## src/link_pkg.sv

```systemverilog
//--------------------
// Credit link shared types
//--------------------

package link_pkg;

  //--------------------
  // Widths
  //--------------------

  // Flit payload width in bits
  localparam int data_width = 16;

  //--------------------
  // Link types
  //--------------------

  // Virtual channel index, two VCs
  typedef logic vc_t;

  // One flit on the link, VC tag above the payload
  typedef struct packed {
    vc_t                   vc;
    logic [data_width-1:0] data;
  } flit_t;

  // One returned credit on the receiver to sender path
  typedef struct packed {
    logic valid;
    vc_t  vc;
  } credit_ret_t;

  //--------------------
  // Arbiter state
  //--------------------

  // Round-robin pointer, the VC that won the last grant
  typedef enum logic {
    last_vc0 = 1'b0,
    last_vc1 = 1'b1
  } arb_last_e;

endpackage
```

## src/credit_link_top.sv

```systemverilog
//--------------------
// Credit link top
//--------------------

module credit_link_top #(
  // Receive FIFO depth per VC
  parameter int fifo_depth = 4,
  localparam int cnt_width = $clog2(fifo_depth + 1)
) (
  input  logic                            clk,
  input  logic                            rst_n,
  // Client side, one lane per VC
  input  logic                            in_valid  [2],
  input  logic [link_pkg::data_width-1:0] in_data   [2],
  output logic                            in_ready  [2],
  input  logic [cnt_width-1:0]            withhold  [2],
  // Consumer side
  output logic                            out_valid [2],
  output logic [link_pkg::data_width-1:0] out_data  [2],
  input  logic                            out_ready [2],
  // Link monitor
  output logic                            link_valid,
  output link_pkg::flit_t                 link_flit
);

  logic                  req        [2];
  logic                  grant      [2];
  link_pkg::flit_t       flit       [2];
  logic                  push       [2];
  logic                  credit_in  [2];
  link_pkg::credit_ret_t credit_ret [2];

  //--------------------
  // Per-VC lanes
  //--------------------

  for (genvar v = 0; v < 2; v++) begin : g_vc
    vc_sender #(
      .fifo_depth (fifo_depth),
      .vc_id      (link_pkg::vc_t'(v))
    ) u_sender (
      .clk       (clk),
      .rst_n     (rst_n),
      .in_valid  (in_valid[v]),
      .in_data   (in_data[v]),
      .in_ready  (in_ready[v]),
      .withhold  (withhold[v]),
      .credit_in (credit_in[v]),
      .req       (req[v]),
      .flit      (flit[v]),
      .grant     (grant[v])
    );

    // Link demux by VC tag
    assign push[v] = link_valid && (link_flit.vc == link_pkg::vc_t'(v));

    // Return path steered by the credit VC tag
    assign credit_in[v] =
      (credit_ret[0].valid && (credit_ret[0].vc == link_pkg::vc_t'(v))) ||
      (credit_ret[1].valid && (credit_ret[1].vc == link_pkg::vc_t'(v)));

    rx_vc_fifo #(
      .fifo_depth (fifo_depth)
    ) u_rx (
      .clk        (clk),
      .rst_n      (rst_n),
      .push       (push[v]),
      .push_data  (link_flit),
      .out_valid  (out_valid[v]),
      .out_data   (out_data[v]),
      .out_ready  (out_ready[v]),
      .credit_ret (credit_ret[v])
    );
  end

  // Shared link
  link_arbiter u_arb (
    .clk        (clk),
    .rst_n      (rst_n),
    .req0       (req[0]),
    .flit0      (flit[0]),
    .grant0     (grant[0]),
    .req1       (req[1]),
    .flit1      (flit[1]),
    .grant1     (grant[1]),
    .link_valid (link_valid),
    .link_flit  (link_flit)
  );

endmodule

```

## src/rx_vc_fifo.sv

```systemverilog
//--------------------
// Receive VC FIFO
//--------------------

module rx_vc_fifo #(
  // Entries, matches the sender credit pool
  parameter int fifo_depth = 4
) (
  input  logic                            clk,
  input  logic                            rst_n,
  // Link side, no back-pressure
  input  logic                            push,
  input  link_pkg::flit_t                 push_data,
  // Consumer handshake
  output logic                            out_valid,
  output logic [link_pkg::data_width-1:0] out_data,
  input  logic                            out_ready,
  // One credit per pop, a cycle later
  output link_pkg::credit_ret_t           credit_ret
);

  localparam int ptr_width = (fifo_depth > 1) ? $clog2(fifo_depth) : 1;
  localparam int cnt_width = $clog2(fifo_depth + 1);

  link_pkg::flit_t      mem [fifo_depth];
  logic [ptr_width-1:0] wr_ptr;
  logic [ptr_width-1:0] rd_ptr;
  logic [cnt_width-1:0] count;
  logic                 pop;

  //--------------------
  // Storage
  //--------------------

  assign out_valid = (count != '0);
  assign out_data  = mem[rd_ptr].data;
  assign pop       = out_valid && out_ready;

  always_ff @(posedge clk) begin
    if (push) begin
      mem[wr_ptr] <= push_data;
    end
  end

  // Pointers wrap at fifo_depth, any depth works
  always_ff @(posedge clk) begin
    if (!rst_n) begin
      wr_ptr <= '0;
      rd_ptr <= '0;
      count  <= '0;
    end else begin
      if (push) begin
        wr_ptr <= (wr_ptr == ptr_width'(fifo_depth - 1)) ? '0 : wr_ptr + 1'b1;
      end
      if (pop) begin
        rd_ptr <= (rd_ptr == ptr_width'(fifo_depth - 1)) ? '0 : rd_ptr + 1'b1;
      end
      case ({push, pop})
        2'b10:   count <= count + 1'b1;
        2'b01:   count <= count - 1'b1;
        default: count <= count;
      endcase
    end
  end

  //--------------------
  // Credit return
  //--------------------

  // VC tag taken from the popped flit
  always_ff @(posedge clk) begin
    credit_ret.vc <= mem[rd_ptr].vc;
    if (!rst_n) begin
      credit_ret.valid <= 1'b0;
    end else begin
      credit_ret.valid <= pop;
    end
  end

  // Sender credits keep the FIFO from overrunning
  a_no_push_full: assert property (
    @(posedge clk) disable iff (!rst_n)
    push |-> (count != cnt_width'(fifo_depth))
  ) else $error("rx_vc_fifo: push into full FIFO");

  // Stalled head stays put for the consumer
  a_stall_stable: assert property (
    @(posedge clk) disable iff (!rst_n)
    (out_valid && !out_ready) |=> (out_valid && $stable(out_data))
  ) else $error("rx_vc_fifo: head changed while stalled");

endmodule

```

## src/link_arbiter.sv

```systemverilog
//--------------------
// Link arbiter
//--------------------

module link_arbiter (
  input  logic            clk,
  input  logic            rst_n,
  // VC 0 sender
  input  logic            req0,
  input  link_pkg::flit_t flit0,
  output logic            grant0,
  // VC 1 sender
  input  logic            req1,
  input  link_pkg::flit_t flit1,
  output logic            grant1,
  // Registered link stage
  output logic            link_valid,
  output link_pkg::flit_t link_flit
);

  link_pkg::arb_last_e last_q;
  logic                any_grant;

  //--------------------
  // Round robin
  //--------------------

  always_comb begin
    grant0 = 1'b0;
    grant1 = 1'b0;
    if (req0 && req1) begin
      // Both want the link, the other VC goes first
      if (last_q == link_pkg::last_vc0) begin
        grant1 = 1'b1;
      end else begin
        grant0 = 1'b1;
      end
    end else begin
      grant0 = req0;
      grant1 = req1;
    end
  end

  assign any_grant = grant0 || grant1;

  // Pointer follows the winner, VC 0 first out of reset
  always_ff @(posedge clk) begin
    if (!rst_n) begin
      last_q <= link_pkg::last_vc1;
    end else if (grant0) begin
      last_q <= link_pkg::last_vc0;
    end else if (grant1) begin
      last_q <= link_pkg::last_vc1;
    end
  end

  //--------------------
  // Link register
  //--------------------

  always_ff @(posedge clk) begin
    if (!rst_n) begin
      link_valid <= 1'b0;
    end else begin
      link_valid <= any_grant;
    end
  end

  // Flit payload, one cycle after the grant
  always_ff @(posedge clk) begin
    if (any_grant) begin
      link_flit <= grant1 ? flit1 : flit0;
    end
  end

  a_one_hot_grant: assert property (
    @(posedge clk) disable iff (!rst_n)
    !(grant0 && grant1)
  ) else $error("link_arbiter: both VCs granted");

endmodule

```

## src/vc_sender.sv

```systemverilog
//--------------------
// Per-VC sender
//--------------------

module vc_sender #(
  // Receive FIFO depth, sets the credit pool
  parameter int fifo_depth = 4,
  // VC number stamped on every flit
  parameter link_pkg::vc_t vc_id = 1'b0,
  localparam int cnt_width = $clog2(fifo_depth + 1)
) (
  input  logic                            clk,
  input  logic                            rst_n,
  // Client handshake
  input  logic                            in_valid,
  input  logic [link_pkg::data_width-1:0] in_data,
  output logic                            in_ready,
  // Credits held back by the system
  input  logic [cnt_width-1:0]            withhold,
  // One credit back from the receiver
  input  logic                            credit_in,
  // Arbiter side
  output logic                            req,
  output link_pkg::flit_t                 flit,
  input  logic                            grant
);

  logic                            full_q;
  logic [link_pkg::data_width-1:0] data_q;
  logic [cnt_width-1:0]            credit_avail;

  //--------------------
  // Holding register
  //--------------------

  // Free slot, or the slot empties this cycle
  assign in_ready = !full_q || grant;

  always_ff @(posedge clk) begin
    if (!rst_n) begin
      full_q <= 1'b0;
    end else if (in_valid && in_ready) begin
      full_q <= 1'b1;
    end else if (grant) begin
      full_q <= 1'b0;
    end
  end

  // Payload only, loaded on accept
  always_ff @(posedge clk) begin
    if (in_valid && in_ready) begin
      data_q <= in_data;
    end
  end

  assign flit.vc   = vc_id;
  assign flit.data = data_q;

  // Ask for the link with a flit held and credit to spend
  assign req = full_q && (credit_avail != '0);

  // Grant spends one credit, returns from the FIFO add one
  credit_counter #(
    .max_credits  (fifo_depth),
    .init_credits (fifo_depth)
  ) u_credits (
    .clk       (clk),
    .rst_n     (rst_n),
    .incr      (credit_in),
    .decr      (grant),
    .withhold  (withhold),
    .value     (),
    .available (credit_avail)
  );

  // Arbiter grants only a live request
  a_grant_needs_req: assert property (
    @(posedge clk) disable iff (!rst_n)
    grant |-> req
  ) else $error("vc_sender: grant without request");

endmodule

```

## src/credit_counter.sv

```systemverilog
//--------------------
// Credit counter
//--------------------

module credit_counter #(
  // Largest credit count the pool may hold
  parameter int max_credits = 4,
  // Count loaded on reset
  parameter int init_credits = 4,
  localparam int cnt_width = $clog2(max_credits + 1)
) (
  input  logic                 clk,
  input  logic                 rst_n,
  // One credit returned by the receiver
  input  logic                 incr,
  // One credit spent on a sent flit
  input  logic                 decr,
  // Credits kept out of circulation
  input  logic [cnt_width-1:0] withhold,
  // Stored count, before increment and withhold
  output logic [cnt_width-1:0] value,
  // Spendable credit this cycle
  output logic [cnt_width-1:0] available
);

  // One spare bit so overflow and underflow stay visible
  localparam int ext_width = cnt_width + 1;

  logic [ext_width-1:0] value_plus_incr;
  logic [ext_width-1:0] value_next;
  logic [ext_width-1:0] withhold_ext;

  //--------------------
  // Next count
  //--------------------

  // Return and spend can land in the same cycle
  assign value_plus_incr = {1'b0, value} + ext_width'(incr);
  assign value_next      = value_plus_incr - ext_width'(decr);
  assign withhold_ext    = {1'b0, withhold};

  // Decrement left out here, it depends on available through the grant
  always_comb begin
    if (value_plus_incr > withhold_ext) begin
      available = cnt_width'(value_plus_incr - withhold_ext);
    end else begin
      // Floor at zero when withhold exceeds the pool
      available = '0;
    end
  end

  // Count register, only moves on a return or a spend
  always_ff @(posedge clk) begin
    if (!rst_n) begin
      value <= cnt_width'(init_credits);
    end else if (incr || decr) begin
      value <= value_next[cnt_width-1:0];
    end
  end

  //--------------------
  // Checks
  //--------------------

  // Receiver returns at most what was spent
  // Also flags underflow, which wraps above max
  a_no_overflow: assert property (
    @(posedge clk) disable iff (!rst_n)
    value_next <= ext_width'(max_credits)
  ) else $error("credit_counter: count past max_credits");

  // Sender spends only when credit is there
  a_decr_with_credit: assert property (
    @(posedge clk) disable iff (!rst_n)
    decr |-> (available != '0)
  ) else $error("credit_counter: decrement with no available credit");

  // Withhold never larger than the pool
  a_withhold_range: assert property (
    @(posedge clk) disable iff (!rst_n)
    withhold <= cnt_width'(max_credits)
  ) else $error("credit_counter: withhold out of range");

endmodule

```

## config.mk

```make
export PLATFORM = sky130hd
export DESIGN_NAME = credit_link_top
export DESIGN_NICKNAME = d
export VERILOG_FILES = /design/src/link_pkg.sv /design/src/credit_link_top.sv /design/src/rx_vc_fifo.sv /design/src/link_arbiter.sv /design/src/vc_sender.sv /design/src/credit_counter.sv
export SDC_FILE = /design/constraint.sdc
export NUM_CORES = 1
export LEC_CHECK = 0
export CAP_MARGIN = 30
export CORE_ASPECT_RATIO = 1.5
export CORE_MARGIN = 4
export CORE_UTILIZATION = 51
export DETAILED_ROUTE_END_ITERATION = 16
export DONT_BUFFER_PORTS = 1
export GPL_ROUTABILITY_DRIVEN = 0
export HOLD_SLACK_MARGIN = 0.1
export PLACE_DENSITY_LB_ADDON = 0.15
export SLEW_MARGIN = 20
export SYNTH_ARGS = -nofsm -noshare
export SYNTH_HDL_FRONTEND = slang
export SYNTH_SLANG_ARGS = --single-unit
```

## constraint.sdc

```tcl
create_clock -name clk -period 3.6 [get_ports clk]
set_input_delay 0.18 -clock clk [delete_from_list [all_inputs] [get_ports clk]]
set_output_delay 0.18 -clock clk [all_outputs]
set_load 0.1 [all_outputs]
```

==> summary.txt <==
Status: finished, final reports clean
Hold Violations, Final: 0
CTS H-tree depth: 1
Most frequent cells in the layout: edfxtp_1 (185), dlygate4sd3_1 (36), mux4_2 (34)
FMAX: 294 MHz
Worst-Skew Late Latency: 0.48 ns
Flops & latches, synth: 217
Pre-CTS setup slack: 0.138 ns
Vias in the first global route: 4428
Yosys cell types: 43
Remaining antenna violation count: 0
Setup Skew: 0.00952 ns
Critical path class: reg2out
Total net switching power: 2.44 mW
Synthesized area per cell: 18.5 um^2
GRT Util Overall: 16.1%
Pwr Density: 697 nW/um^2
Family with the most delay on the worst path: adder cells
Row cnt: 57
CP peak stage delay: 0.42 ns
WL final: 15000 um
Crit path buffers/inverters: 3
Post-synth EDFFs: 185
Clk buf depth: 3
Final nets: 617
Synth Cell Area: 8540 um^2
Initial antenna violation count: 0
Tmin final: 3.40 ns
I/O pin total: 98
Int Pwr: 4.67 mW
Worst-path clk slew: 0.06 ns
Max-cap violations: 0
Drt via density: 5.41
CP Cell Sequence: a22o_1, ha_1, ha_1, inv_1, fa_1, xnor2_1, o21ai_1, a211o_1, a21boi_1, inv_1, buf_4
Comb pwr share: 27.8%
Setup Viol. Count Final: 0
Initial Util: 52.3%
Core Util, Final: 62.5%
Layout cell share with drive strength beyond 1: 19.9%
Detailed Place HPWL: 9960 um
Crit path DAT: 3.22 ns
Core area: 16300 um^2
Slew Limit Fails: 0
Slew HR: 34.8%
CTS Buf Count: 20
Port Buffer Count: 0
Die X: 114 um
Post-synth ARST share: 0%
Post-CTS setup buffers: 0
Layout area overhead: 19.4%
Synth top area share: 65.0%
Unrepaired setup endpoints after global routing: yes
DRT iter0 DRCs: 241
Commonest non-fill, non-tap cell in the layout: edfxtp_1
Critical path endpoint category: output pin
Most area-consuming cells after synthesis: edfxtp_1 (65%), mux4_2 (9.0%), dfxtp_1 (7.5%)
Worst-Margin Slew: 0.978 ns
Ant. Diodes: 0
Routed wire length per instance: 19.7 um
Worst min path class: in2reg
Yosys Warn Count: 0
GRT Residual Overflow: 0
Peak supply drop: 513 uV
First-pass detailed-route iteration total: 4
Crit Path Max Fanout: 4
Syn Nets: 536
Clk pwr share: 27.8%
Largest net degree at the start of global routing: 34
Sink Count: 217
Top cell type by total area after synthesis: edfxtp_1
Via count: 4131
Syn Inst Count: 462
Die Y: 166 um
Hold_ws: 0.175 ns
Net Sw Frac: 34.3%
Residual DRC count: 0
First-pass GRT wire length: 24100 um
PnR worst setup slack: 0.199 ns
TritonCTS clock tree: done
Slowest stage cell, crit path: fa_1
Sequential fraction of the synthesis area: 72.5%
Worst EP required: 3.42 ns
Critical path launch point type: register
Die ar.: 18900 um^2
Fillcell total: 1128
CTS Root Cell: clkbuf_16
Period utilization: 94.5%
Sequential Power Share: 44.4%
Most used DFF post-synth: edfxtp_1
Leak: 3.50 nW
final timing paths:
path | from | cells past startpoint | slack [ns] | to
min reg2reg | g_vc[0].u_sender.u_credits.value[0] | 2 | 0.47 | g_vc[0].u_sender.u_credits.value[0]
max reg2reg | g_vc[0].u_rx.credit_ret[0] | 14 | 0.25 | g_vc[1].u_sender.u_credits.value[2]
max | g_vc[0].u_rx.credit_ret[0] | 11 | 0.20 | in_ready[1]
min | rst_n | 2 | 0.18 | u_arb.last_q
area by class of cell:
type | count | area (um^2) | share of cell area [%]
Inverter | 26 | 97.6 | 0.957
Sequential cell | 217 | 6200 | 60.7
Clock inverter | 9 | 80.1 | 0.785
Multi-Input combinational cell | 202 | 2160 | 21.2
Clock buffer | 27 | 537 | 5.26
Tap cell | 206 | 258 | 2.53
Timing Repair Buffer | 76 | 870 | 8.53
sequential cells by signal, indices dropped and copies added (netlist names), named ones only:
name	count
g_vc.u_sender.full_q	2
u_arb.link_flit	17
u_arb.link_valid	1
g_vc.u_rx.rd_ptr	4
g_vc.u_rx.credit_ret	4
g_vc.u_sender.data_q	32
g_vc.u_rx.wr_ptr	4
u_arb.last_q	1
g_vc.u_rx.mem	136
g_vc.u_rx.count	6
g_vc.u_sender.u_credits.value	6
worst register-to-register path, delay by kind of cell (launching register included):
kind	cells	cell delay (ns)
adder cells (fa/ha/maj)	5	1.33
AO/OA/AOI/OAI	5	0.84
AND/OR/NAND/NOR	2	0.41
flip-flops	1	0.40
XOR/XNOR	1	0.21
buffers and inverters	1	0.07
cell usage after synthesis (2+ instances only):
cell,count
mux2i_1,4
fa_1,4
mux2_2,8
nand2_1,18
and2_1,12
xor2_1,6
edfxtp_1,185
nor2_1,2
buf_1,2
inv_1,26
a21oi_1,7
buf_4,4
nand2b_1,6
dfxtp_1,32
a21boi_0,8
a211o_1,2
buf_2,4
mux2_4,8
mux4_2,34
o21ai_0,6
clkbuf_1,5
nand3_1,6
ha_1,26
o21a_1,3
nor3_1,4
nor2b_1,6
a211oi_1,4
o21ai_1,3
and3_1,7
xnor2_1,4
or3_1,4
per-layer routing:
| layer | vias up | wire (um) | track usage (%) |
|---|---|---|---|
| li1 | 1933 | - | - |
| met1 | 2071 | 5850 | 20.0 |
| met2 | 110 | 8210 | 29.2 |
| met3 | 17 | 785 | 2.79 |
| met4 | 0 | 187 | 3.35 |
| met5 | - | 0 | 0 |
cells by family after synthesis:
| family | after synthesis | synth area share (%) |
|---|---|---|
| buf+inv | 43 | 2.40 |
| fa+ha+maj | 30 | 4.75 |
| xor+xnor | 10 | 1.03 |
| compound gates | 39 | 3.02 |
| simple gates | 69 | 4.37 |
| flops | 217 | 72.5 |
| mux | 54 | 11.9 |
repair_timing:
action / in CTS / in global routing
hold endpoints to repair: 62 / 0
gates resized for setup: 1 / 6
endpoints found under the setup margin: 1 / 23
hold buffers: 37 / 0
per-stage QoR:
stage	cell area [um^2]	std cells	power (mW)	TNS [ns]
2_1_floorplan	8540	462	4.75	0
3_3_place_gp	8790	664	4.93	0
3_5_place_dp	9200	690	5.16	0
4_1_cts	10200	763	7.17	0
5_1_grt	10200	763	7.41	-0.0197
6_report	10200	763	7.11	0
power groups by stage:
stage                     Clock (mW)  Combinational, mW  Sequential [mW]
after floorplan                    0               1.33             3.42
after global placement             0               1.54             3.39
after detailed placement           0               1.96             3.21
after CTS                       2.02               2.00             3.15
after global routing            2.14               2.09             3.18
final                           1.98               1.98             3.16
No activity file was read; power rests on OpenSTA's default activity.
